===== config.mk =====
export PLATFORM = sky130hd
export DESIGN_NAME = instn_decode
export DESIGN_NICKNAME = d
export VERILOG_FILES = /design/src/design/alpha_pkg.sv /design/src/design/instn_decode.sv
export SDC_FILE = /design/constraint.sdc
export NUM_CORES = 1
export LEC_CHECK = 0
export ABC_AREA = 1
export BUFFER_PORTS_ARGS = -buffer_cell sky130_fd_sc_hd__buf_2
export CORE_MARGIN = 3
export CORE_UTILIZATION = 34
export DETAILED_ROUTE_END_ITERATION = 10
export PLACE_DENSITY = 0.8
export SLEW_MARGIN = 25
export SYNTH_ARGS = -nofsm -noshare
export SYNTH_HDL_FRONTEND = slang
export SYNTH_SLANG_ARGS = --single-unit

===== constraint.sdc =====
create_clock -name vclk -period 1.9
set_input_delay 0.57 -clock vclk [all_inputs]
set_output_delay 0.57 -clock vclk [all_outputs]
set_load 0.02 [all_outputs]

===== src/design/alpha_pkg.sv =====
`default_nettype none

package alpha_pkg;

   localparam int xlen     = 64;
   localparam int nreg     = 32;
   localparam int reg_zero = 31;

   typedef logic [4:0]      reg_idx_t;
   typedef logic [xlen-1:0] word_t;

   // Operate format opcode groups
   localparam logic [5:0] op_inta = 6'h10;
   localparam logic [5:0] op_intl = 6'h11;
   localparam logic [5:0] op_ints = 6'h12;

   // Integer arithmetic functions
   localparam logic [6:0] fn_addq   = 7'h20;
   localparam logic [6:0] fn_subq   = 7'h29;
   localparam logic [6:0] fn_s4addq = 7'h22;
   localparam logic [6:0] fn_s8addq = 7'h32;
   localparam logic [6:0] fn_cmpeq  = 7'h2d;
   localparam logic [6:0] fn_cmplt  = 7'h4d;
   localparam logic [6:0] fn_cmpult = 7'h1d;

   // Logical functions
   localparam logic [6:0] fn_and    = 7'h00;
   localparam logic [6:0] fn_bic    = 7'h08;
   localparam logic [6:0] fn_bis    = 7'h20;
   localparam logic [6:0] fn_ornot  = 7'h28;
   localparam logic [6:0] fn_xor    = 7'h40;
   localparam logic [6:0] fn_eqv    = 7'h48;

   // Shift functions
   localparam logic [6:0] fn_sll    = 7'h39;
   localparam logic [6:0] fn_srl    = 7'h34;
   localparam logic [6:0] fn_sra    = 7'h3c;

   typedef enum logic [1:0] {fu_none, fu_addsub, fu_logic, fu_shift} funit_e;

   typedef enum logic [2:0] {add, sub, s4add, s8add, cmpeq, cmplt, cmpult} addsub_op_e;

   typedef enum logic [2:0] {and_op, bic, bis, ornot, xor_op, eqv} log_op_e;

   typedef enum logic [1:0] {sll, srl, sra} shift_op_e;

   typedef struct packed {
      addsub_op_e addsub;
      log_op_e    log;
      shift_op_e  shift;
   } exec_op_t;

   typedef struct packed {
      funit_e     funit;
      reg_idx_t   ra;
      reg_idx_t   rb;
      reg_idx_t   rc;
      logic       use_lit;
      logic [7:0] lit;
      logic       writes_rf;
      exec_op_t   op;
   } decoded_t;

   typedef struct packed {
      word_t op_a;
      word_t op_b;
   } operands_t;

   typedef struct packed {
      logic  vld;
      word_t data;
   } unit_res_t;

   typedef struct packed {
      logic     retire;
      logic     wen;
      reg_idx_t waddr;
      word_t    wdata;
   } grad_t;

endpackage

`default_nettype wire


===== src/design/instn_decode.sv =====
`timescale 1ns/1ps
`default_nettype none

module instn_decode
   import alpha_pkg::*;
(
   input  logic [31:0] instn,
   output decoded_t    dec
);

   logic [5:0] opcode;
   logic [6:0] func;

   assign opcode = instn[31:26];
   assign func   = instn[11:5];

   always_comb
   begin
      dec         = '0;
      dec.ra      = instn[25:21];
      dec.rb      = instn[20:16];
      dec.use_lit = instn[12];
      dec.lit     = instn[20:13];
      dec.rc      = instn[4:0];

      case (opcode)
         op_inta:
         begin
            dec.funit = fu_addsub;
            case (func)
               fn_addq:   dec.op.addsub = add;
               fn_subq:   dec.op.addsub = sub;
               fn_s4addq: dec.op.addsub = s4add;
               fn_s8addq: dec.op.addsub = s8add;
               fn_cmpeq:  dec.op.addsub = cmpeq;
               fn_cmplt:  dec.op.addsub = cmplt;
               fn_cmpult: dec.op.addsub = cmpult;
               default:   dec.funit     = fu_none;
            endcase
         end
         op_intl:
         begin
            dec.funit = fu_logic;
            case (func)
               fn_and:   dec.op.log = and_op;
               fn_bic:   dec.op.log = bic;
               fn_bis:   dec.op.log = bis;
               fn_ornot: dec.op.log = ornot;
               fn_xor:   dec.op.log = xor_op;
               fn_eqv:   dec.op.log = eqv;
               default:  dec.funit  = fu_none;
            endcase
         end
         op_ints:
         begin
            dec.funit = fu_shift;
            case (func)
               fn_sll:  dec.op.shift = sll;
               fn_srl:  dec.op.shift = srl;
               fn_sra:  dec.op.shift = sra;
               default: dec.funit    = fu_none;
            endcase
         end
         default:
            dec.funit = fu_none;
      endcase

      // Reserved pairs and r31 targets leave the register file alone
      dec.writes_rf = (dec.funit != fu_none) && (dec.rc != reg_idx_t'(reg_zero));
   end

endmodule

`default_nettype wire


== Yosys cells after proc, flatten, opt, wreduce, memory -nomap -nowiden ==
Cells that the tools add are included.
Cells by class
  muxes and demuxes: 10
  reductions and logical operators: 6
  equal/unequal tests: 18
Operator list (number)
  $eq 7x6->1 const B: 9
  $eq 7x7->1 const B: 3
  $eq 6x5->1 const B: 3
  $pmux 3 s6: 1
  $pmux 3 s5: 1
  $eq 7x4->1 const B: 1
  $eq 7x5->1 const B: 1
  $logic_not 7->1: 1
  $reduce_or 7->1: 1
  $mux 2: 3
  $mux 3: 2
  $pmux 2 s3: 1
  $reduce_or 6->1: 1
  $ne 5x5->1 const B: 1
  $pmux 2 s2: 1
  $reduce_or 3->1: 1
  $reduce_bool 2->1: 1
  $logic_and 1x1->1: 1
  $mux 1: 1
Storage, ports and cells
  output and inout port bits: 35
  input port bits: 32
  register bits after elaboration: 0
  logic and storage cells: 34

== Longest topological paths before layout ==
  depth after elaboration: 6
  depth in mapped cells: 9
  depth with buffers taken out: 9

== Worst setup path before layout ==
No wires, ideal clock.
  path kind: input to output
  start point: input port instn[5]
  end point: output port dec[8] (netlist bit)
  buffers on the path: 0
  arrival: 1.524 ns
  path slack: -0.194 ns
  required time: 1.330 ns
  cell stages on the path: 7
  cells stage by stage: inv_1 -> nand2_1 -> nor2_1 -> o211ai_1 -> o21ai_2 -> nor2_2 -> nor2_2
RTL lines
  start: declaration: line instn_decode.sv:7  | input logic [31:0] instn,
  end: declaration: line instn_decode.sv:8  | output decoded_t dec

==> impl_metrics.yaml <==
outcome:
  status: "complete, but fails checks"
  violations: "negative setup slack"
routing:
  routed_wirelength_um: 2010
  viasPerCell: 4.99
  vias: 744
  antenna_left: 0
  routedWlPerCell_um: 13.5
  drc: 0
  drtIter0Drc: 13
  dr.pass1.iters: 4
timing:
  timing.fmax_mhz: 463
  rsz0062_at_grt: "yes"
  tightest_slew_ps: 293
  final_hold_viol_count: 0
  slew_violations: 0
  finalSetupViolCount: 11
  relSlewSlack_pct: 80.4
  timing.final.crit_share_pct: 114
  post-route-min-period_ps: 2160
  finalWorstSetupSlack_ps: -259
yosys:
  syn_area_um2: 542
  yosysWarnings: 0
  ys_seq_area_share_pct: 0
  synth_top_area_share_pct: 33.3
  synth.distinct_cells: 19
  post_synth.cell_area_avg_um2: 5.47
  syn_nets: 131
  ys_top_cells_by_area: "buf_4 33%, nand2_1 13%, nor2_1 10%"
  syn_inst: 99
  synth.largest_area_cell: "buf_4"
pwr:
  intPower_mw: 0.0701
  p_leak_nw: 0.541
  switching_share_pct: 51.9
  power_density_nw_per_um2: 146
  clkPwrFrac_pct: 0
  design_power_total_mw: 0.146
  power.switching_mw: 0.0755
  power_frac_seq_pct: 0
  max-vdd-ir-drop_uv: 89.3
  p_comb_share_pct: 100.0
place:
  dp_slack_ps: -329
  place_congestion: 0.873
  dp_hpwl_um: 1330
  io_buffer_count: 34
final_layout:
  area_delta_synth_final_pct: 84.1
  seqCellArea_um2: 0
  fillerInstances: 106
  design.seq.count: 0
  finalNetCount: 168
  drive_gt1_share_pct: 76.1
  utilization_pct: 71.3
  num-clock-buffers: 0
  multiInputGateArea_um2: 467
  antennaDiodeCount: 0
clock_tree:
  cts_hold_buf: 0
grt:
  grt_first_pass_wirelength_um: 2580
  grt_pass1_vias: 659
  grt_use_total_pct: 15.7
  antenna_found_initial: 0
  grt_max_degree: 7
  gr-total-overflow: 0
floorplanning:
  fp.coreArea_um2: 1400
  core.rowCount: 13
  die_width_um: 45.9
  die_area_um2: 2110
  dieHeight_um: 45.9
  io_pins: 67
  initial_core_util_pct: 38.7
run:
  maxCapViolations: 0
critical_path:
  crit_arrival_ps: 1590
  worstSetupEndpointType: "primary output"
  path_max_fanout: 4
  critPathLaunch: "instn[7]"
  startpoint_type: "input port"
  critPathKind: "in2out"
  worstPathRequired_ps: 1330
hold_path:
  hold_path.startpoint: "instn[14]"
  holdCritPathClass: "in2out"
timing repair:
item	CTS	global route
gates resized for setup	36	25
pin swaps	19	20
buffers inserted	2	4
setup endpoints to repair	11	11
cell usage in the layout, fill, tap and decap left out, types with 2 or more instances in the layout:
cell type   n
inv_4       3
inv_1       5
buf_6      12
nor2_1      9
buf_4      28
nand3_2     3
nor2_2      2
nor2_4      9
buf_2      18
inv_2       4
nand2_4     4
nand2_2    11
nand3_1     6
nand4_1     4
nand2_1     6
Yosys cell counts:
cell / number
a21oi_1: 1
nand3_2: 1
nand2_2: 1
nor2_4: 1
nand4_1: 4
nand2_1: 19
o21ai_2: 1
inv_1: 9
o211ai_1: 1
nor2_1: 15
nor3_2: 1
o22ai_1: 1
nand3_1: 9
nand2_4: 1
inv_2: 4
nor2_2: 4
nor3_1: 1
o2111ai_1: 1
buf_4: 24
critical path: stages:
cell,delay [ps]
buf_2,130
inv_2,80
nand2_2,70
nor2_2,150
nand2_2,100
nand3_2,80
nand2_2,60
nand3_4,100
nor2_4,50
nor2_4,70
buf_6,120
worst paths after layout:
kind	depth (start not counted)	slack, ps	end
worst max-delay path	11	-260	dec[8]
worst min-delay path	0	1140	dec[10]
metal layers:
| layer | global-route usage [%] | vias to the layer above | wire [um] |
|---|---|---|---|
| met5 | 0 | - | 0 |
| met4 | 2.27 | 0 | 31 |
| met3 | 0.395 | 5 | 152 |
| met2 | 34.1 | 37 | 1130 |
| met1 | 15.9 | 339 | 696 |
| li1 | - | 363 | - |
metrics by stage:
stage / instance area [um2] / hold WS (ps) / TNS [ps] / std cells
final: 997 / 1140 / -2090 / 149
after global routing: 997 / 1140 / -2680 / 149
after CTS: 890 / 1140 / -1710 / 145
after detailed placement: 744 / 1140 / -2340 / 143
after global placement: 744 / 1140 / -1890 / 143
after floorplan: 593 / 1220 / -199 / 99
layout make-up:
cell class	instances	area share [%]
repair buffers	59	45.2
well taps	15	1.88
multi-input cells	62	46.8
inverters	13	6.15
power by group through the flow:
stage / Combinational, mW / Clock (mW) / Sequential, mW
after floorplan: 0.108 / 0 / 0
after global placement: 0.103 / 0 / 0
after detailed placement: 0.107 / 0 / 0
after CTS: 0.129 / 0 / 0
after global routing: 0.156 / 0 / 0
final: 0.146 / 0 / 0
kinds of logic (layout without fill, tap and decap cells):
family                 count (synthesis)  after routing  synth area share (%)
AO/OA/AOI/OAI                          5              5                  6.70
buffers and inverters                 37             72                  42.3
AND/OR/NAND/NOR                       57             57                  51.0
Power figures use the tool's default switching activity.
