### src/design/alpha_pkg.sv
`default_nettype none

package alpha_pkg;

   localparam int xlen     = 64;
   localparam int nreg     = 32;
   localparam int reg_zero = 31;

   typedef logic [4:0]      reg_idx_t;
   typedef logic [xlen-1:0] word_t;

   // Operate format opcode groups
   localparam logic [5:0] op_inta = 6'h10;
   localparam logic [5:0] op_intl = 6'h11;
   localparam logic [5:0] op_ints = 6'h12;

   // Integer arithmetic functions
   localparam logic [6:0] fn_addq   = 7'h20;
   localparam logic [6:0] fn_subq   = 7'h29;
   localparam logic [6:0] fn_s4addq = 7'h22;
   localparam logic [6:0] fn_s8addq = 7'h32;
   localparam logic [6:0] fn_cmpeq  = 7'h2d;
   localparam logic [6:0] fn_cmplt  = 7'h4d;
   localparam logic [6:0] fn_cmpult = 7'h1d;

   // Logical functions
   localparam logic [6:0] fn_and    = 7'h00;
   localparam logic [6:0] fn_bic    = 7'h08;
   localparam logic [6:0] fn_bis    = 7'h20;
   localparam logic [6:0] fn_ornot  = 7'h28;
   localparam logic [6:0] fn_xor    = 7'h40;
   localparam logic [6:0] fn_eqv    = 7'h48;

   // Shift functions
   localparam logic [6:0] fn_sll    = 7'h39;
   localparam logic [6:0] fn_srl    = 7'h34;
   localparam logic [6:0] fn_sra    = 7'h3c;

   typedef enum logic [1:0] {fu_none, fu_addsub, fu_logic, fu_shift} funit_e;

   typedef enum logic [2:0] {add, sub, s4add, s8add, cmpeq, cmplt, cmpult} addsub_op_e;

   typedef enum logic [2:0] {and_op, bic, bis, ornot, xor_op, eqv} log_op_e;

   typedef enum logic [1:0] {sll, srl, sra} shift_op_e;

   typedef struct packed {
      addsub_op_e addsub;
      log_op_e    log;
      shift_op_e  shift;
   } exec_op_t;

   typedef struct packed {
      funit_e     funit;
      reg_idx_t   ra;
      reg_idx_t   rb;
      reg_idx_t   rc;
      logic       use_lit;
      logic [7:0] lit;
      logic       writes_rf;
      exec_op_t   op;
   } decoded_t;

   typedef struct packed {
      word_t op_a;
      word_t op_b;
   } operands_t;

   typedef struct packed {
      logic  vld;
      word_t data;
   } unit_res_t;

   typedef struct packed {
      logic     retire;
      logic     wen;
      reg_idx_t waddr;
      word_t    wdata;
   } grad_t;

endpackage

`default_nettype wire

### src/design/addsub.sv
`timescale 1ns/1ps
`default_nettype none

module addsub
   import alpha_pkg::*;
(
   input  logic       clk,
   input  logic       rst,
   input  logic       en,
   input  addsub_op_e op,
   input  operands_t  opnd,
   output unit_res_t  res
);

   word_t result;
   logic  vld_q;
   word_t data_q;

   always_comb
   begin
      case (op)
         add:     result = opnd.op_a + opnd.op_b;
         sub:     result = opnd.op_a - opnd.op_b;
         s4add:   result = (opnd.op_a << 2) + opnd.op_b;
         s8add:   result = (opnd.op_a << 3) + opnd.op_b;
         cmpeq:   result = {{(xlen-1){1'b0}}, opnd.op_a == opnd.op_b};
         cmplt:   result = {{(xlen-1){1'b0}}, $signed(opnd.op_a) < $signed(opnd.op_b)};
         cmpult:  result = {{(xlen-1){1'b0}}, opnd.op_a < opnd.op_b};
         default: result = '0;
      endcase
   end

   always_ff @(posedge clk)
   begin
      if (rst)
         vld_q <= 1'b0;
      else
         vld_q <= en;
   end

   always_ff @(posedge clk)
      if (en)
         data_q <= result;

   assign res.vld  = vld_q;
   assign res.data = data_q;

endmodule

`default_nettype wire

### config.mk
export PLATFORM = sky130hd
export DESIGN_NAME = addsub
export DESIGN_NICKNAME = d
export VERILOG_FILES = /design/src/design/alpha_pkg.sv /design/src/design/addsub.sv
export SDC_FILE = /design/constraint.sdc
export NUM_CORES = 1
export LEC_CHECK = 0
export BUFFER_PORTS_ARGS = -buffer_cell sky130_fd_sc_hd__buf_4
export CAP_MARGIN = 20
export CORE_ASPECT_RATIO = 0.75
export CORE_MARGIN = 2
export CORE_UTILIZATION = 58
export DETAILED_ROUTE_END_ITERATION = 12
export PLACE_DENSITY = 0.79
export SLEW_MARGIN = 10
export SYNTH_ARGS = -nofsm -noshare
export SYNTH_HDL_FRONTEND = slang
export SYNTH_SLANG_ARGS = --single-unit
### constraint.sdc
create_clock -name clk -period 11.3 [get_ports clk]
set_input_delay 1.695 -clock clk [delete_from_list [all_inputs] [get_ports clk]]
set_output_delay 1.695 -clock clk [all_outputs]
set_load 0.01 [all_outputs]
* Yosys cells after proc, flatten, opt, wreduce, memory -nomap -nowiden *
Index checks and enable logic that the tools add are counted.

storage, ports and cells
  flip-flop bits (word level) = 65
  RAM bits = 0
  latch bits = 0
  memories kept = 0
  bits in read-only memories = 0
  output and inout port bits = 65

cells by class
  divide/modulo/power cells = 0
  bitwise operators = 0
  add/subtract/negate cells = 4
  equality and inequality tests = 7
  muxes and demuxes = 1
  reduce and logical (&&, ||, !) cells = 1
  magnitude comparators = 2
  multiply operators = 0
  shifts and indexed selects = 0

operators by type and width
  cell                                                  number
  one-hot mux 64 bit (7 select lines)                   1
  adder 64 bit                                          3
  less-than comparator 64 bit                           2
  equality test 64 bit                                  1
  subtractor 64 bit                                     1
  equality test 3 bit (second input constant)           3
  equality test 3 x 2 -> 1 bit (second input constant)  2
  equality test 3 x 1 -> 1 bit (second input constant)  1
  logical NOT 3 bit                                     1

* Depth between registers and ports, before layout *
  depth in word-level cells = 2
  mapped depth = 14
  depth with buffers taken out = 14

* Worst setup path after synthesis *
No wires, ideal clock.

  path type = in2reg
  start point = input opnd[2] (netlist bit)
  end point = register data_q[62], data pin
  arrival = 4.478 ns
  stages on the path = 13
  slack = 6.550 ns
  cells stage by stage = ha_1 -> fa_1 -> a211oi_1 -> o21ai_0 -> a21boi_1 -> a21oi_1 -> a211oi_2 -> o21ai_1 -> a31o_2 -> a41oi_1 -> xor2_1 -> nor2_1 -> or4_1

between the ends
  longest elaborated chain between the ends = 2

ends and longest elaborated chain
  element                                  line          source
  start: declaration                       addsub.sv:11  input operands_t opnd,
  adder 64 bit (tied with other cells)     addsub.sv:25  s8add: result = (opnd.op_a << 3) + opnd.op_b;
  one-hot mux 64 bit (7 select lines) (*)  addsub.sv:21  case (op)
  net result[62]                           addsub.sv:15  word_t result;
  end signal: assignment                   addsub.sv:43  data_q <= result;
  end: declaration                         addsub.sv:17  word_t data_q;

Mark *: on every way through the listed nets, which the timed path passes. The rest lies on a longest branch.
A chain may end at the register's enable or synchronous reset.

* Worst setup path after layout *
  start point = input opnd[5] (netlist bit)
  end point = register data_q[62], data pin

The elaborated chain is that of the path after synthesis.

==> impl_metrics.csv <==
group,metric,value,unit
timing,max_freq,174,MHz
floorplanning,die_w,208,um
synthesis,synth_edf_count,64,
clock_tree,cts_setup_buffers,0,
synthesis,synth_adder_area_share,17.5,%
final_layout,area_growth,10.2,%
synthesis,yosys_register_bits,65,
timing,hold_violations,0,
global_routing,grt_overflow_total,0,
floorplanning,row_count,56,
setup_path,critPathCaptureType,"register",
drt,wl_per_cell,24.2,um
floorplanning,dieArea,32700,um^2
synthesis,yosys.area.top_type_share,17.1,%
synthesis,synthMuxAreaShare,1.06,%
setup_path,path_max_fanout,4,
power,power.leakage,0.00879,uW
outcome,outcome,"complete, no violations",
floorplanning,initial_core_util,58.4,%
clock_tree,cts_resized,0,
clock_tree,clk_pin_slew,0.07,ns
power,power_density,92.5,nW/um^2
clock_tree,cts_buffers,9,
synthesis,ys_async_sr_fraction,0,%
setup_path,worstPathArrival,5.88,ns
synthesis,synth_compound_area_share,35.3,%
clock_tree,holdBufCountCts,0,
clock_tree,clock_sinks,65,
synthesis,postSynthAreaPerCell,7.00,um^2
global_routing,antenna_found_initial,2,
timing,grt_setup_unrepaired,"false",
floorplanning,core,31000,um^2
synthesis,yosys.area.top_type,"ha_1",
synthesis,synthXorXnorAreaFrac,8.11,%
drt,drc_errors,0,
timing,fin_crit,5.75,ns
synthesis,yosysSeqAreaShare,10.7,%
synthesis,ys_types,85,
synthesis,synth_common_cells,"305 x a21oi_1, 248 x ha_1, 219 x nand2_1",
worst_hold_path,min_delay_path_depth,2,
global_routing,use_met3,16.4,%
drt,drt-initial-drc-count,3442,
clock_tree,max-clock-path-buffers,2,
drt,via_per_inst,7.02,
placed_design,routabilityCongestion,1.17,
global_routing,grt_use_met2,61.8,%
synthesis,yosys_warnings,0,
timing,setup_viol,0,
global_routing,grt_max_degree,72,
floorplanning,num_io_pins,199,
global_routing,grt_pass1_wl,112000,um
global_routing,grt.busiest_layer,"met2",
global_routing,grt_pass1_vias,19454,
worst_hold_path,whs_endpoint,"vld_q",
final_layout,post-route-util,64.4,%
synthesis,syn_nets,2978,
timing,worstMarginPinSlew,1.05,ns
timing,relSlewSlack,29.9,%
synthesis,syn_area,18100,um^2
setup_path,criticalPathCategory,"in -> reg",
synthesis,yosysMostFrequentCell,"a21oi_1",
synthesis,ys.flop_type,"edfxtp_1",
setup_path,critPathLaunchType,"input port",
flow_run,cap_violations,0,
worst_hold_path,worstHoldStart,"rst",
worst_hold_path,hp-class,"in -> reg",
synthesis,synth_top_family_by_area,"compound AO/OA/AOI/OAI gates",
timing,slew_violations,0,
final_layout,fin_nets,3051,
timing,hold_ws,1.46,ns
drt,postRouteAntennaNets,0,
placed_design,hpwl,58800,um
timing,period_share,50.9,%
power,ir_worst_vdd,0.0885,mV
clock_tree,htree_levels,3,
synthesis,synth.top_cells.by_area,"ha_1 17%, edfxtp_1 11%, a21oi_1 8.4%",
synthesis,syn_inst,2592,
synthesis,yosys.area_share.simple,20.8,%
global_routing,use_met1,60.4,%
drt,dr_total_vias,21603,
global_routing,grt_usage,43.7,%
drt,drt_pre_antenna_iters,9,
power,finalPower,1850,uW
clock_tree,cts_root_buf,"clkbuf_16",
setup_path,cp.required,11.43,ns
timing,fin_setup_tns,0,ns
placed_design,place.port_buffers,198,
drt,totalWireLength,74300,um
clock_tree,cts_tree,"yes",
final_layout,drive_gt1_share,10.4,%
floorplanning,fp.dieH,157,um
## area by class of cell
class / count / area (um^2)
sequential: 65 / 1940
timing repair buffer: 213 / 1600
clock buffer: 10 / 239
clock inverter: 6 / 90.1
antenna: 1 / 2.50
inverter: 154 / 578
multi-input combinational: 2222 / 15000
tap: 406 / 508
fill: 2820 / 11100
## registers in the layout, summed over array words and instances (netlist names)
signal  count
vld_q       1
data_q     64
## worst max-delay path, cell delays in order
cell	delay (ns)
buf_4	0.13
ha_1	0.35
o21ai_0	0.23
nor2_1	0.12
o31ai_1	0.73
nand4_1	0.51
nand2_2	0.27
a2bb2oi_1	0.47
o2111ai_2	0.33
a31oi_2	0.38
o31ai_1	0.13
or4_1	0.51
## report_power, final
group / internal, uW / total [uW] / switching, uW
combinational: 436 / 1180 / 743
clock: 201 / 353 / 152
sequential: 305 / 318 / 12.3
## cell families after synthesis
group | count (synthesis)
AOI/OAI and AO/OA | 993
adders and majority gates | 252
buffers and inverters | 305
DFF | 65
and+or+nand+nor | 790
xor gates and xnor gates | 168
muxes | 19
## per-stage QoR
step | instance area (um^2) | setup WS (ns) | std cells
after floorplan | 18100 | 6.55 | 2592
after global placement | 19600 | 5.52 | 3058
after detailed placement | 19600 | 5.49 | 3058
after CTS | 20000 | 5.90 | 3074
after global routing | 20000 | 5.51 | 3076
final | 20000 | 5.55 | 3077
## cells in the final DEF, fill, tap and decap left out, types with 76 or more instances in the layout
cell type | synthesis | final
a21o_1 | 98 | 98
a21oi_1 | 305 | 305
buf_4 | 1 | 211
ha_1 | 248 | 248
inv_1 | 154 | 154
nand2_1 | 219 | 219
nand3_1 | 76 | 76
nor2_1 | 208 | 208
o21ai_0 | 189 | 189
xnor2_1 | 116 | 116
## metal layers
layer / vias to the layer above / part of all wire (%)
met4: 2 / 2.9
li1: 9745 / -
met5: - / 0.011
met1: 10094 / 43
met2: 1566 / 40
met3: 196 / 15
## worst max path at each step
stage | endpoint | slack (ns) | startpoint | depth (start not counted)
2_1_floorplan | data_q[62] | 6.55 | opnd[2] | 13
3_3_place_gp | data_q[62] | 5.52 | opnd[2] | 14
3_5_place_dp | data_q[62] | 5.49 | opnd[2] | 14
4_1_cts | data_q[62] | 5.90 | opnd[2] | 14
5_1_grt | data_q[60] | 5.51 | opnd[2] | 14
6_report | data_q[62] | 5.55 | opnd[5] | 12
Note: power is estimated with default switching activity, not from simulation.
