**config.mk**
```make
export PLATFORM = sky130hd
export DESIGN_NAME = regfile
export DESIGN_NICKNAME = d
export VERILOG_FILES = /design/src/design/alpha_pkg.sv /design/src/design/regfile.sv
export SDC_FILE = /design/constraint.sdc
export NUM_CORES = 2
export LEC_CHECK = 0
export BUFFER_PORTS_ARGS = -buffer_cell sky130_fd_sc_hd__buf_2
export CAP_MARGIN = 10
export CORE_AREA = 2 2 433 865
export CTS_CLUSTER_DIAMETER = 80
export DETAILED_ROUTE_END_ITERATION = 12
export DIE_AREA = 0 0 435 867
export HOLD_SLACK_MARGIN = 0.12
export PLACE_DENSITY = 0.55
export SETUP_SLACK_MARGIN = 0.2
export SYNTH_ARGS = -nofsm -noshare
export SYNTH_HDL_FRONTEND = slang
export SYNTH_SLANG_ARGS = --single-unit
```
**constraint.sdc**
```tcl
create_clock -name clk -period 4.2 [get_ports clk]
set_clock_uncertainty 0.05 [all_clocks]
set_input_delay 0.84 -clock clk [delete_from_list [all_inputs] [get_ports clk]]
set_output_delay 0.84 -clock clk [all_outputs]
set_load 0.02 [all_outputs]
```
**src/design/alpha_pkg.sv**
```systemverilog
`default_nettype none

package alpha_pkg;

   localparam int xlen     = 64;
   localparam int nreg     = 32;
   localparam int reg_zero = 31;

   typedef logic [4:0]      reg_idx_t;
   typedef logic [xlen-1:0] word_t;

   // Operate format opcode groups
   localparam logic [5:0] op_inta = 6'h10;
   localparam logic [5:0] op_intl = 6'h11;
   localparam logic [5:0] op_ints = 6'h12;

   // Integer arithmetic functions
   localparam logic [6:0] fn_addq   = 7'h20;
   localparam logic [6:0] fn_subq   = 7'h29;
   localparam logic [6:0] fn_s4addq = 7'h22;
   localparam logic [6:0] fn_s8addq = 7'h32;
   localparam logic [6:0] fn_cmpeq  = 7'h2d;
   localparam logic [6:0] fn_cmplt  = 7'h4d;
   localparam logic [6:0] fn_cmpult = 7'h1d;

   // Logical functions
   localparam logic [6:0] fn_and    = 7'h00;
   localparam logic [6:0] fn_bic    = 7'h08;
   localparam logic [6:0] fn_bis    = 7'h20;
   localparam logic [6:0] fn_ornot  = 7'h28;
   localparam logic [6:0] fn_xor    = 7'h40;
   localparam logic [6:0] fn_eqv    = 7'h48;

   // Shift functions
   localparam logic [6:0] fn_sll    = 7'h39;
   localparam logic [6:0] fn_srl    = 7'h34;
   localparam logic [6:0] fn_sra    = 7'h3c;

   typedef enum logic [1:0] {fu_none, fu_addsub, fu_logic, fu_shift} funit_e;

   typedef enum logic [2:0] {add, sub, s4add, s8add, cmpeq, cmplt, cmpult} addsub_op_e;

   typedef enum logic [2:0] {and_op, bic, bis, ornot, xor_op, eqv} log_op_e;

   typedef enum logic [1:0] {sll, srl, sra} shift_op_e;

   typedef struct packed {
      addsub_op_e addsub;
      log_op_e    log;
      shift_op_e  shift;
   } exec_op_t;

   typedef struct packed {
      funit_e     funit;
      reg_idx_t   ra;
      reg_idx_t   rb;
      reg_idx_t   rc;
      logic       use_lit;
      logic [7:0] lit;
      logic       writes_rf;
      exec_op_t   op;
   } decoded_t;

   typedef struct packed {
      word_t op_a;
      word_t op_b;
   } operands_t;

   typedef struct packed {
      logic  vld;
      word_t data;
   } unit_res_t;

   typedef struct packed {
      logic     retire;
      logic     wen;
      reg_idx_t waddr;
      word_t    wdata;
   } grad_t;

endpackage

`default_nettype wire

```
**src/design/regfile.sv**
```systemverilog
`timescale 1ns/1ps
`default_nettype none

module regfile
   import alpha_pkg::*;
(
   input  logic     clk,
   input  logic     rst,
   input  reg_idx_t rd_addr_a,
   input  reg_idx_t rd_addr_b,
   input  grad_t    wr,
   output word_t    rd_data_a,
   output word_t    rd_data_b
);

   word_t mem [nreg];

   // r31 is hardwired zero; a write on the same edge is forwarded
   function automatic word_t read_port(input reg_idx_t addr);
      word_t val;
      if (addr == reg_idx_t'(reg_zero))
         val = '0;
      else if (wr.wen && (wr.waddr == addr))
         val = wr.wdata;
      else
         val = mem[addr];
      return val;
   endfunction

   always_ff @(posedge clk)
   begin
      if (rst)
      begin
         for (int i = 0; i < nreg; i++)
            mem[i] <= '0;
         rd_data_a <= '0;
         rd_data_b <= '0;
      end
      else
      begin
         if (wr.wen)
            mem[wr.waddr] <= wr.wdata;
         rd_data_a <= read_port(rd_addr_a);
         rd_data_b <= read_port(rd_addr_b);
      end
   end

endmodule

`default_nettype wire

```
---- After elaboration in Yosys (flattened, before gate mapping) ----
Memories as Yosys holds them, arrays and structs flattened. A register that Yosys moved wholly into a read port is not among the register bits.
Cells that the tools add are included.
storage, ports and cells
  register bits ........................... 0
  bits in writable memories ............... 2048
  output and inout port bits .............. 128
  memories ................................ 1
cells by class
  equal/unequal tests ..................... 2
  multiplexer cells ....................... 8
  reduce and logical (&&, ||, !) cells .... 3
memories
  memory  words  bits a word  rd ports  clocked after memory_dff  wr ports  line           RTL
  mem     32     64           2         2                         32        regfile.sv:16  word_t mem [nreg];
operator list
  cell                count
  $mux 64             1
  $reduce_or 64->1    1
  $eq 5x5->1 const B  2
  $mux 1              6
  $mux 5              1
  $reduce_or 2->1     2

---- Logic depth before layout (Yosys ltp) ----
  depth in word-level cells ............... 5
  gate-level depth with buffers ........... 10
  depth with buffers taken out ............ 5

---- Least setup slack after synthesis ----
Ideal clock, no wire load.
  path kind ............................... input -> register
  start point ............................. in rst
  end point ............................... mem mem[28][0] (netlist name) (enable)
  arrival ................................. 2.732 ns
  required time ........................... 3.756 ns
  path slack .............................. 1.023 ns
  cell stages on the path ................. 6
  path buffers ............................ 2
  cell sequence ........................... nand2b_1 > or3_1 > clkbuf_1 > nor2_1 > clkbuf_1 > or2_2
RTL lines
  item             line           RTL
  start, declared  regfile.sv:8   input logic rst,
  end, declared    regfile.sv:16

---- Worst setup path in the final report ----
  start point ............................. in rd_addr_a[4]
  end point ............................... reg rd_data_a[33] (read register of mem)
on the way
  word-level cells in the longest chain between the ends .. 2
RTL lines
  item                              line           RTL
  start, declared                   regfile.sv:9   input reg_idx_t rd_addr_a,
  $eq 5x5->1                        regfile.sv:21  if (addr == reg_idx_t'(reg_zero))
  $reduce_or 2->1 (no source line)  -
  end, declared                     regfile.sv:12  output word_t rd_data_a,
Several ways; a longest one is shown, not always the timed one.

==> out/results.txt <==
The overall die width came out at 435 µm. The mapped netlist covers 111000 µm². Of all flip-flops after synthesis, the portion carrying an async set or reset was 0%. Count of endpoints failing hold in the final timing report: 0. In this run the mean area of a mapped cell was 15.1 µm².

The logs give 0 ns for the setup TNS and 22.8% for the aggregate global-route resource usage. The startpoint identified for the worst hold timing path is wr[44]. The number of nets in the final layout was 7364; the post-synthesis sequential element count was 2176. The area of the die was 377000 µm²; the area added between synthesis and finish was 14.4%. The worst setup path is captured at a register.

The worst setup path is launched from an input port. After detailed routing, the number of vias per cell comes to 5.81. Across the run, the number of max-cap violations was 0.

In the synthesized netlist the dominant register cell turns out to be sky130_fd_sc_hd__edfxtp_1. The floorplan step set the die height to 867 µm. The register-to-register path setup slack was 1.89 ns. The worst setup path is of the in -> reg kind. The power density over the cells is 415 nW/µm², and the clock-pin slew on the worst setup and hold paths is 0.06 ns.

Sequential cells were found to cover 57.9% of the synthesized design area. Of the cells placed in the final design, the portion with a size suffix greater than 1 is 24.8%. Yosys mapped a number of flops with a built-in enable equal to 2048. In the routed design, unresolved DRC markers number 0.

The static leakage is 43.1 nW. The routability congestion estimate from global placement was 0.831. In the post-synthesis netlist, the biggest area contributors are sky130_fd_sc_hd__edfxtp_1 (56%), sky130_fd_sc_hd__mux4_2 (18%), sky130_fd_sc_hd__and2_1 (12%).

In this run the biggest area consumer among cell types represents 55.5% of the synthesized area. The number of synthesis warnings is 0, and the worst reg2reg path depth is 5. For this design the top-level I/O count stands at 211. Summed over all nets, the half-perimeter wirelength after detailed placement is 241000 µm. For the length of the first detailed-routing pass in iterations, the log shows 5.

The final number of setup-violating endpoints was 0. The via count of the first global-routing pass was 71100; the post-route antenna net violation count was 0. The first global-routing pass estimated 602000 µm of wire. In the synthesized netlist, the number of instances is 7346. TritonCTS built the clock tree. The completed layout was analyzed and its total power is 52.6 mW. The most common cell after layout, fill and taps aside is sky130_fd_sc_hd__and2_1. The buffers plus inverters on the worst setup path was 3. On the critical path the largest part of the delay comes from simple AND/OR/NAND/NOR gates. Counting buffers and inverters, the worst setup path is 7 cells deep. The tools report the arrival time reported for the critical path endpoint as 3.66 ns.

In this run the critical register-to-register path is launched from mem[19][41]$_SDFFCE_PN0P_. At the placement stage, the worst setup path has a slack of 0.529 ns. The total area inside the core boundary comes to 371000 µm².

The slowest stage of the critical path belongs to the cell sky130_fd_sc_hd__nor4_1. For this run, the top clock speed supported by timing is 343 MHz. The tightest hold path in the finished design has a slack of 0.395 ns. In this run, the number of DRC markers left after iteration 0 of detailed routing was 11900. The final critical path takes up 69.4% of the cycle. Buffers inserted to repair hold after CTS numbered 0. Once the clock tree was built, the setup fixing pass inserted 0 buffers. The total wire length was 441000 µm; the number of levels in the clock H-tree was 4. The initial utilization of the core area, before any placement, comes to 29.8%.

The critical path goes through clkbuf_8 -> xor2_1 -> nor4_1 -> nor4b_2 -> buf_4 -> buf_12 -> a32o_1. The clock passes through at most 4 buffers. Along the worst path, the maximum fanout reaches 38. The run finished with clean final reports. For this design, the sink count on the clock tree is 2176. At the pin with the least slew margin, the transition time is 1.34 ns. The cell sitting at the root of the clock tree is a sky130_fd_sc_hd__clkbuf_16. The share of the core filled with cells in the final layout is 34.1%, and the number of stages on the worst hold path is 3. Entering global routing, the biggest net connects 74 pins. The worst slew margin relative to its limit was 10.4%; the routed length per instance was 35.4 µm.

After floorplanning, the core was divided into 317 placement rows. After global routing the overflow that remains totals 0. Summing over every cut layer, the via total after detailed routing is 72500. For this run, the slowest stage of the critical path takes 0.69 ns. The logs give 52 for the count of different cell masters after synthesis and 1.28 ns for the setup slack after layout. The logs give 0 for the number of pins with negative max-slew slack in the final report and 0 for the total of cells resized after clock tree synthesis. The critical register-to-register path endpoint is rd_data_b[41]$_SDFF_PP0_. In the layout the commonest cells are sky130_fd_sc_hd__and2_1 (2049), sky130_fd_sc_hd__edfxtp_1 (2048), sky130_fd_sc_hd__mux4_2 (897).

Number of antenna violations at the first check in global routing: 89. The tools report the source-to-sink clock delay at the later pin of the worst-skew pair as 0.93 ns. Setup repair after global routing left no endpoint under its margin. The maximum ir drop on the vdd rail is 380 µV. After layout, the minimum clock period comes to 2.92 ns. The run gives 231 as the number of clock buffers inserted by TritonCTS. The run gives 4.94 ns as the required arrival time at the worst endpoint. The tools report the worst hold path endpoint as rd_data_a[44]$_SDFF_PP0_. The path type of the worst min-delay path was in -> reg.

The count of buffers from port buffering is 209, and the number of nets produced by synthesis is 7429. The cell type contributing the most total cell area after synthesis was sky130_fd_sc_hd__edfxtp_1.
[sequential cells by signal, summed over array words and instances (netlist names)]
| register | flops |
|---|---|
| rd_data_b | 64 |
| mem | 2048 |
| rd_data_a | 64 |
[per-stage QoR]
| step | cells | instance area [µm²] |
|---|---|---|
| 6_report | 12500 | 127000 |
| 5_1_grt | 12400 | 127000 |
| 4_1_cts | 12400 | 127000 |
| 3_5_place_dp | 12000 | 119000 |
| 3_3_place_gp | 12000 | 119000 |
| 2_1_floorplan | 7346 | 111000 |
[area by class of cell]
cell class                 instances  area (µm²)
antenna                           53         133
tap                             4944        6190
sequential                      2176       64100
timing repair buffer             524        5050
clock inverter                   119        1040
clock buffer                     304        6500
inverter                           3        16.3
multi-input combinational       4345       43700
fill                           35700      245000
[logic make-up after synthesis]
group	synth area share (%)
AO/OA/AOI/OAI	4.86
XOR/XNOR	0.0791
buffers and inverters	3.08
flip-flops	57.9
multiplexers	21.2
AND/OR/NAND/NOR	12.9
[how the worst max path moves through the flow]
stage / to / startpoint
after floorplan: mem[28][0]$_SDFFCE_PN0P_ / rst
after global placement: rd_data_b[31]$_SDFF_PP0_ / rd_addr_b[0]
after detailed placement: rd_data_a[33]$_SDFF_PP0_ / rd_addr_a[4]
after CTS: rd_data_a[26]$_SDFF_PP0_ / rd_addr_a[4]
after global routing: rd_data_a[19]$_SDFF_PP0_ / rd_addr_a[4]
final: rd_data_a[33]$_SDFF_PP0_ / rd_addr_a[4]
[cell usage after synthesis, drive strengths merged, types with 5 or more instances]
master  count
a211oi     63
a21oi      64
a221oi      6
a22o       55
a22oi      70
a32o       76
and2     2049
buf       232
clkbuf    590
dfxtp     128
edfxtp   2048
mux2i     324
mux4      897
nand2      94
nand2b      6
nand3      17
nand3b      6
nand4       5
nor2       66
nor2b       9
nor3        8
nor4       49
o21ai      65
o221ai     66
o22ai     282
or2        33
xor2        8
[worst min-delay path, stage by stage]
cell and delay (ns):
sky130_fd_sc_hd__buf_2 0.26, sky130_fd_sc_hd__nand2_1 0.11, sky130_fd_sc_hd__o21ai_0 0.08
[where the power goes]
part	leakage, nW	switching, mW	internal (mW)
logic	18.9	3.70	2.42
registers	20.5	0.625	24.9
clock network	3.74	9.10	11.8
total	43.1	13.4	39.2
[metal layers]
metal | wire length [µm] | up-vias | global-route usage [%]
li1 | - | 28300 | -
met1 | 164000 | 37800 | 29.8
met2 | 203000 | 5236 | 36.1
met3 | 52900 | 1093 | 5.33
met4 | 21200 | 28 | 10.1
met5 | 189 | - | 0
Note: power is estimated with default switching activity, not from simulation.
