**src/design/alpha_pkg.sv**
```systemverilog
`default_nettype none

package alpha_pkg;

   localparam int xlen     = 64;
   localparam int nreg     = 32;
   localparam int reg_zero = 31;

   typedef logic [4:0]      reg_idx_t;
   typedef logic [xlen-1:0] word_t;

   // Operate format opcode groups
   localparam logic [5:0] op_inta = 6'h10;
   localparam logic [5:0] op_intl = 6'h11;
   localparam logic [5:0] op_ints = 6'h12;

   // Integer arithmetic functions
   localparam logic [6:0] fn_addq   = 7'h20;
   localparam logic [6:0] fn_subq   = 7'h29;
   localparam logic [6:0] fn_s4addq = 7'h22;
   localparam logic [6:0] fn_s8addq = 7'h32;
   localparam logic [6:0] fn_cmpeq  = 7'h2d;
   localparam logic [6:0] fn_cmplt  = 7'h4d;
   localparam logic [6:0] fn_cmpult = 7'h1d;

   // Logical functions
   localparam logic [6:0] fn_and    = 7'h00;
   localparam logic [6:0] fn_bic    = 7'h08;
   localparam logic [6:0] fn_bis    = 7'h20;
   localparam logic [6:0] fn_ornot  = 7'h28;
   localparam logic [6:0] fn_xor    = 7'h40;
   localparam logic [6:0] fn_eqv    = 7'h48;

   // Shift functions
   localparam logic [6:0] fn_sll    = 7'h39;
   localparam logic [6:0] fn_srl    = 7'h34;
   localparam logic [6:0] fn_sra    = 7'h3c;

   typedef enum logic [1:0] {fu_none, fu_addsub, fu_logic, fu_shift} funit_e;

   typedef enum logic [2:0] {add, sub, s4add, s8add, cmpeq, cmplt, cmpult} addsub_op_e;

   typedef enum logic [2:0] {and_op, bic, bis, ornot, xor_op, eqv} log_op_e;

   typedef enum logic [1:0] {sll, srl, sra} shift_op_e;

   typedef struct packed {
      addsub_op_e addsub;
      log_op_e    log;
      shift_op_e  shift;
   } exec_op_t;

   typedef struct packed {
      funit_e     funit;
      reg_idx_t   ra;
      reg_idx_t   rb;
      reg_idx_t   rc;
      logic       use_lit;
      logic [7:0] lit;
      logic       writes_rf;
      exec_op_t   op;
   } decoded_t;

   typedef struct packed {
      word_t op_a;
      word_t op_b;
   } operands_t;

   typedef struct packed {
      logic  vld;
      word_t data;
   } unit_res_t;

   typedef struct packed {
      logic     retire;
      logic     wen;
      reg_idx_t waddr;
      word_t    wdata;
   } grad_t;

endpackage

`default_nettype wire

```
**src/design/issue_grad.sv**
```systemverilog
`timescale 1ns/1ps
`default_nettype none

module issue_grad
   import alpha_pkg::*;
(
   input  logic      clk,
   input  logic      rst,
   input  logic      instn_vld,
   input  decoded_t  dec,
   input  word_t     rd_data_b,
   input  word_t     rd_data_a,
   output logic      instn_ready,
   output logic      en_addsub,
   output logic      en_logic,
   output logic      en_shift,
   output exec_op_t  exec_op,
   output operands_t opnd,
   input  unit_res_t res_addsub,
   input  unit_res_t res_logic,
   input  unit_res_t res_shift,
   output grad_t     grad
);

   logic       accept;
   logic       hit_a;
   logic       hit_b;

   // e0 stage
   logic       e0_vld;
   logic       e0_wr;
   funit_e     e0_funit;
   exec_op_t   e0_op;
   reg_idx_t   e0_rc;
   logic       e0_use_lit;
   logic [7:0] e0_lit;

   // e1 stage
   logic       e1_vld;
   logic       e1_wr;
   reg_idx_t   e1_rc;

   // Only the e0 entry can be missed by the read; e1 is covered by write-through
   assign hit_a       = (e0_rc == dec.ra);
   assign hit_b       = !dec.use_lit && (e0_rc == dec.rb);
   assign instn_ready = !(e0_vld && e0_wr && (hit_a || hit_b));
   assign accept      = instn_vld && instn_ready;

   always_ff @(posedge clk)
   begin
      if (rst)
      begin
         e0_vld <= 1'b0;
         e0_wr  <= 1'b0;
      end
      else
      begin
         e0_vld <= accept;
         if (accept)
            e0_wr <= dec.writes_rf;
      end
   end

   always_ff @(posedge clk)
   begin
      if (accept)
      begin
         e0_funit   <= dec.funit;
         e0_op      <= dec.op;
         e0_rc      <= dec.rc;
         e0_use_lit <= dec.use_lit;
         e0_lit     <= dec.lit;
      end
   end

   assign en_addsub = e0_vld && (e0_funit == fu_addsub);
   assign en_logic  = e0_vld && (e0_funit == fu_logic);
   assign en_shift  = e0_vld && (e0_funit == fu_shift);
   assign exec_op   = e0_op;

   // 8-bit literal is zero extended in place of rb
   assign opnd.op_a = rd_data_a;
   assign opnd.op_b = e0_use_lit ? {{(xlen-8){1'b0}}, e0_lit} : rd_data_b;

   always_ff @(posedge clk)
   begin
      if (rst)
      begin
         e1_vld <= 1'b0;
         e1_wr  <= 1'b0;
      end
      else
      begin
         e1_vld <= e0_vld;
         e1_wr  <= e0_vld && e0_wr;
      end
   end

   always_ff @(posedge clk)
      e1_rc <= e0_rc;

   assign grad.retire = e1_vld;
   assign grad.wen    = e1_wr;
   assign grad.waddr  = e1_rc;

   // At most one unit reports per cycle
   assign grad.wdata  = ({xlen{res_addsub.vld}} & res_addsub.data)
                      | ({xlen{res_logic.vld}}  & res_logic.data)
                      | ({xlen{res_shift.vld}}  & res_shift.data);

endmodule

`default_nettype wire

```
**config.mk**
```make
export PLATFORM = sky130hd
export DESIGN_NAME = issue_grad
export DESIGN_NICKNAME = d
export VERILOG_FILES = /design/src/design/alpha_pkg.sv /design/src/design/issue_grad.sv
export SDC_FILE = /design/constraint.sdc
export NUM_CORES = 1
export LEC_CHECK = 0
export ABC_AREA = 0
export BUFFER_PORTS_ARGS = -buffer_cell sky130_fd_sc_hd__buf_2
export CAP_MARGIN = 20
export CORE_AREA = 2 2 223 225
export CTS_CLUSTER_DIAMETER = 80
export DETAILED_ROUTE_END_ITERATION = 8
export DIE_AREA = 0 0 225 227
export HOLD_SLACK_MARGIN = 0.08
export PLACE_DENSITY = 0.32
export SYNTH_ARGS = -nofsm -noshare
export SYNTH_HDL_FRONTEND = slang
export SYNTH_SLANG_ARGS = --single-unit
```
**constraint.sdc**
```tcl
create_clock -name clk -period 2 [get_ports clk]
set_clock_uncertainty 0.15 [all_clocks]
set_input_delay 0 -clock clk [delete_from_list [all_inputs] [get_ports clk]]
set_output_delay 0 -clock clk [all_outputs]
set_load 0.05 [all_outputs]
```
After elaboration in Yosys (flattened, before gate mapping)
Index checks and enable logic that the tools add are counted.

Flip-flop bits (word level): 33. Input bits: 361. Output and inout port bits: 211. Logic and storage cells: 33.

Eq/ne operators: 5. Mux-type cells: 1. Bitwise operators: 5. Reduce and logical (&&, ||, !) cells: 10.

Operator list (number): AND 64 bit (3); bitwise OR 64 bit (2); two-way mux 64 bit (1); == test 5 bit (2); logical AND 1 bit (7); == test 2 bit, second input constant (2); == test 2 x 1 -> 1 bit, second input constant (1); zero test 1 bit (2); logical OR 1 bit (1).

Logic depth before layout (Yosys ltp)
Depth after elaboration: 6. Gate-level depth with buffers: 4. Depth with buffers taken out: 4.

Worst setup path after synthesis
Ideal clock, no wire load.

Path type: flip-flop to flip-flop. Start point: register e0_rc[2]. End point: register e0_funit[0], enable pin. Library setup time: 358 ps. Data arrival time: 1779 ps. Data required time: 1492 ps. Path slack: -287 ps. Stages on the path, launching flop included: 5. Path buffers: 0. Cells stage by stage: edfxtp_1 -> xor2_1 -> nor4_2 -> a22oi_2 -> and2_2.

Longest elaborated chain between the ends: 6. Elaborated cells on any way between the ends: 7. Those cells by class: eq/ne: 2; reduce/logical: 5.

RTL lines: from (decl) (line issue_grad.sv:34) `reg_idx_t e0_rc;`; from (signal assigned) (line issue_grad.sv:70) `e0_rc <= dec.rc;`; == test 5 bit (line issue_grad.sv:45) `assign hit_b = !dec.use_lit && (e0_rc == dec.rb);`; logical AND 1 bit (line issue_grad.sv:45); logical OR 1 bit (*) (line issue_grad.sv:46) `assign instn_ready = !(e0_vld && e0_wr && (hit_a || hit_b));`; logical AND 1 bit (*) (line issue_grad.sv:46); zero test 1 bit (*) (line issue_grad.sv:46); via instn_ready (line issue_grad.sv:13) `output logic instn_ready,`; logical AND 1 bit (*) (line issue_grad.sv:47) `assign accept = instn_vld && instn_ready;`; via accept (line issue_grad.sv:25) `logic accept;`; to (signal assigned) (line issue_grad.sv:68) `e0_funit <= dec.funit;`; to (decl) (line issue_grad.sv:32) `funit_e e0_funit;`.

Mark *: on every way through the listed nets, which the timed path passes. The rest lies on a longest branch. A chain may end at the register's enable or synchronous reset.

Worst setup path after layout
Start point: register e0_rc[3]. End point: register e0_op (netlist bit exec_op[3]), enable pin.

Longest elaborated chain between the ends: 6. Elaborated cells on any way between the ends: 7. Those cells by class: eq/ne: 2; reduce/logical: 5.

RTL lines: == test 5 bit (line issue_grad.sv:45); logical AND 1 bit (line issue_grad.sv:45); logical OR 1 bit (*) (line issue_grad.sv:46); logical AND 1 bit (*) (line issue_grad.sv:46); zero test 1 bit (*) (line issue_grad.sv:46); logical AND 1 bit (*) (line issue_grad.sv:47); via accept (line issue_grad.sv:25); to (signal assigned) (line issue_grad.sv:69) `e0_op <= dec.op;`; to (decl) (line issue_grad.sv:33) `exec_op_t e0_op;`.

Marked as above.

==> impl_metrics.ini <==
[critical_path]
cp_top_family = simple AND/OR/NAND/NOR gates
crit_buf_inv = 0
worstSetupPathType = reg2reg
worstRegToRegCells = 4
critPathMaxStageDelay_ns = 0.44
path_cells = xor2_1, nor4_2, a22oi_2, and2_4
crit_start = e0_rc[3]
cp_slowest_cell = edfxtp_1
worstPathArrival_ns = 1.61
crit_path_end = exec_op[3]
worstReg2RegEnd = exec_op[3]
start_kind = register
rr_startpoint = e0_rc[3]
cp.required_ns = 1.79
reg2reg_slack_ns = 0.19
cp_max_fo = 24
critPathCaptureType = register
worst-path-stages = 4

[die]
initial_core_util_pct = 6.25
pin_count = 572
die_y_um = 227
dieArea_sq_mm = 0.0511
die_w_um = 225
coreArea_sq_mm = 0.0485
fp-row-count = 81

[yosys]
synth_nets = 707
synth.avg_cell_area_sq_um = 8.77
syn_inst = 346
syn-cell-area_sq_mm = 0.00304
synth_top_area_share_pct = 23.7
synth-seq-cells = 33
yosysWarnings = 0
synth_top_area_cell = edfxtp_1
synth.top_cells.by_area = edfxtp_1, a222oi_1, buf_4
ys_seq_area_share_pct = 29.7
synth_cell_type_count = 21

[layout]
design_area_sq_mm = 0.00668
instances_no_fill = 1429
fin_util_pct = 13.8
nFillCells = 5594
nets = 1161
drive_gt1_share_pct = 58.7
synthToLayoutAreaGrowth_pct = 120

[pwr]
power_mw = 3.77
power_density_mw_per_mm2 = 565
peakVddDrop_mv = 0.343
p_leak_nw = 3.31

[placed_design]
placed_cells = 1324
place_ws_ns = 0.162
hpwl_um = 26800
gp_congestion = 0.784
port_buffers = 443
postPlaceCellArea_sq_mm = 0.00559

[clocking]
cts.clk_slew.worst_paths_ns = 0.05
clkLatencyLatePin_ns = 0.28
cts.repair.resized = 0
ctsHoldBuffers = 91
h-tree-depth = 2
cts_max_path_buffers = 2
post_cts_buffers = 0
cts_buffers = 5
cts.root.buffer_cell = clkbuf_16
clkSinkCount = 33
cts_tree = yes

[run_status]
status = complete, no violations

[flow_run]
maxCapViolations = 0

[routing]
drtIter0Drc = 322
first_pass_iters = 7
ant_nets = 0
drt-total-wl_um = 29900
vias = 4791
drc = 0
via_per_inst = 3.35
wl_per_cell_um = 20.9

[timing]
setup_violations = 0
relSlewSlack_pct = 45.0
fin_crit_ns = 1.81
holdWs_ns = 0.253
worstMarginPinSlew_ns = 0.825
final.setup.worst_slack_ns = 0.187
fin_setup_tns_ns = 0
fmax_mhz = 552
rsz0062_at_grt = no
post-route-period-util_pct = 90.7
timing.final.max_slew_violations = 0
hold_viol = 0

[global_route]
grt_pass1_vias = 4617
track_usage_pct = 10.6
antenna_found_initial = 35
grt_max_degree = 64
grt_first_pass_wirelength_um = 36700
grt_overflow_total = 0

[min_path]
hp-class = in2out
## layout make-up
class / count / area [sq um] / area share [%]
inverter: 65 / 244 / 3.65
sequential: 33 / 901 / 13.5
clock buffer: 6 / 129 / 1.93
tap: 622 / 778 / 11.6
timing repair buffer: 541 / 3290 / 49.3
clock inverter: 2 / 33.8 / 0.506
antenna: 6 / 15.0 / 0.225
multi-input combinational: 154 / 1290 / 19.3
## Yosys cell counts
cell type  instances
a222oi_1          64
a22oi_2            1
a311oi_2           1
and2_2             1
and3_1             1
and3b_1            1
and3b_2            1
buf_1              4
buf_2              2
buf_4             66
clkbuf_1          22
dfxtp_1            9
edfxtp_1          24
inv_1             65
mux2_2             8
nand2_1            2
nor2_1             4
nor2b_1           57
nor3_1             1
nor4_2             2
xor2_1            10
## registers in the layout, indices dropped and copies added, names as in the netlist, 2 cells and up
signal    flops
e0_lit        8
e1_rc         5
e0_funit      2
exec_op       8
e0_rc         5
## cells in the final DEF (no fill, tap or decap)
master           n
buf_2          438
dlygate4sd3_1   91
inv_1           65
a222oi_1        64
nor2b_1         57
edfxtp_1        24
xor2_1          10
dfxtp_1          9
mux2_2           8
buf_12           8
diode_2          6
clkbuf_16        5
nor2_1           4
buf_4            4
nor4_2           2
nand2_1          2
nor3_1           1
a22oi_2          1
and2_4           1
and3b_1          1
and3_1           1
and3b_2          1
a311oi_2         1
clkbuf_1         1
bufinv_16        1
clkinv_1         1
## cell families (layout without fill, tap and decap cells)
family / Yosys count / after routing / synth area share [%]
AOI/OAI and AO/OA: 66 / 66 / 22.0
xor gates and xnor gates: 10 / 10 / 2.89
buffers and inverters: 159 / 614 / 27.9
DFF: 33 / 33 / 29.7
muxes: 8 / 8 / 2.97
other: 0 / 6 / 0
and+or+nand+nor: 70 / 70 / 14.6
## layer usage
metal  vias up  GRT usage (%)  share of wire [%]
met5         -              0               0.14
met4         6           3.27                2.9
met2       442           22.7                 58
met1      2170           9.81                 31
met3        75           2.13                8.2
li1       2098              -                  -
## where the power goes
| group | switching (mW) | internal, mW | total (mW) |
|---|---|---|---|
| Combinational | 1.47 | 0.641 | 2.11 |
| Sequential | 0.0197 | 0.776 | 0.796 |
| Clock | 0.284 | 0.584 | 0.867 |
## worst min-delay path: cells and delay by family
kind                   cells  cell delay, ns
buffers and inverters      2            0.29
and+or+nand+nor            1            0.11
## worst min-delay path by stage
stage / from / end / slack, ns / depth (start not counted)
after floorplan: rst / e0_wr / -0.08 / 1
after global placement: rd_data_a[11] / opnd[75] / -0.15 / 0
after detailed placement: rd_data_a[11] / opnd[75] / -0.15 / 0
after CTS: rd_data_b[30] / opnd[30] / 0.25 / 3
after global routing: rd_data_b[8] / opnd[8] / 0.26 / 3
final: rd_data_b[33] / opnd[33] / 0.25 / 3
No activity file was read; power rests on OpenSTA's default activity.
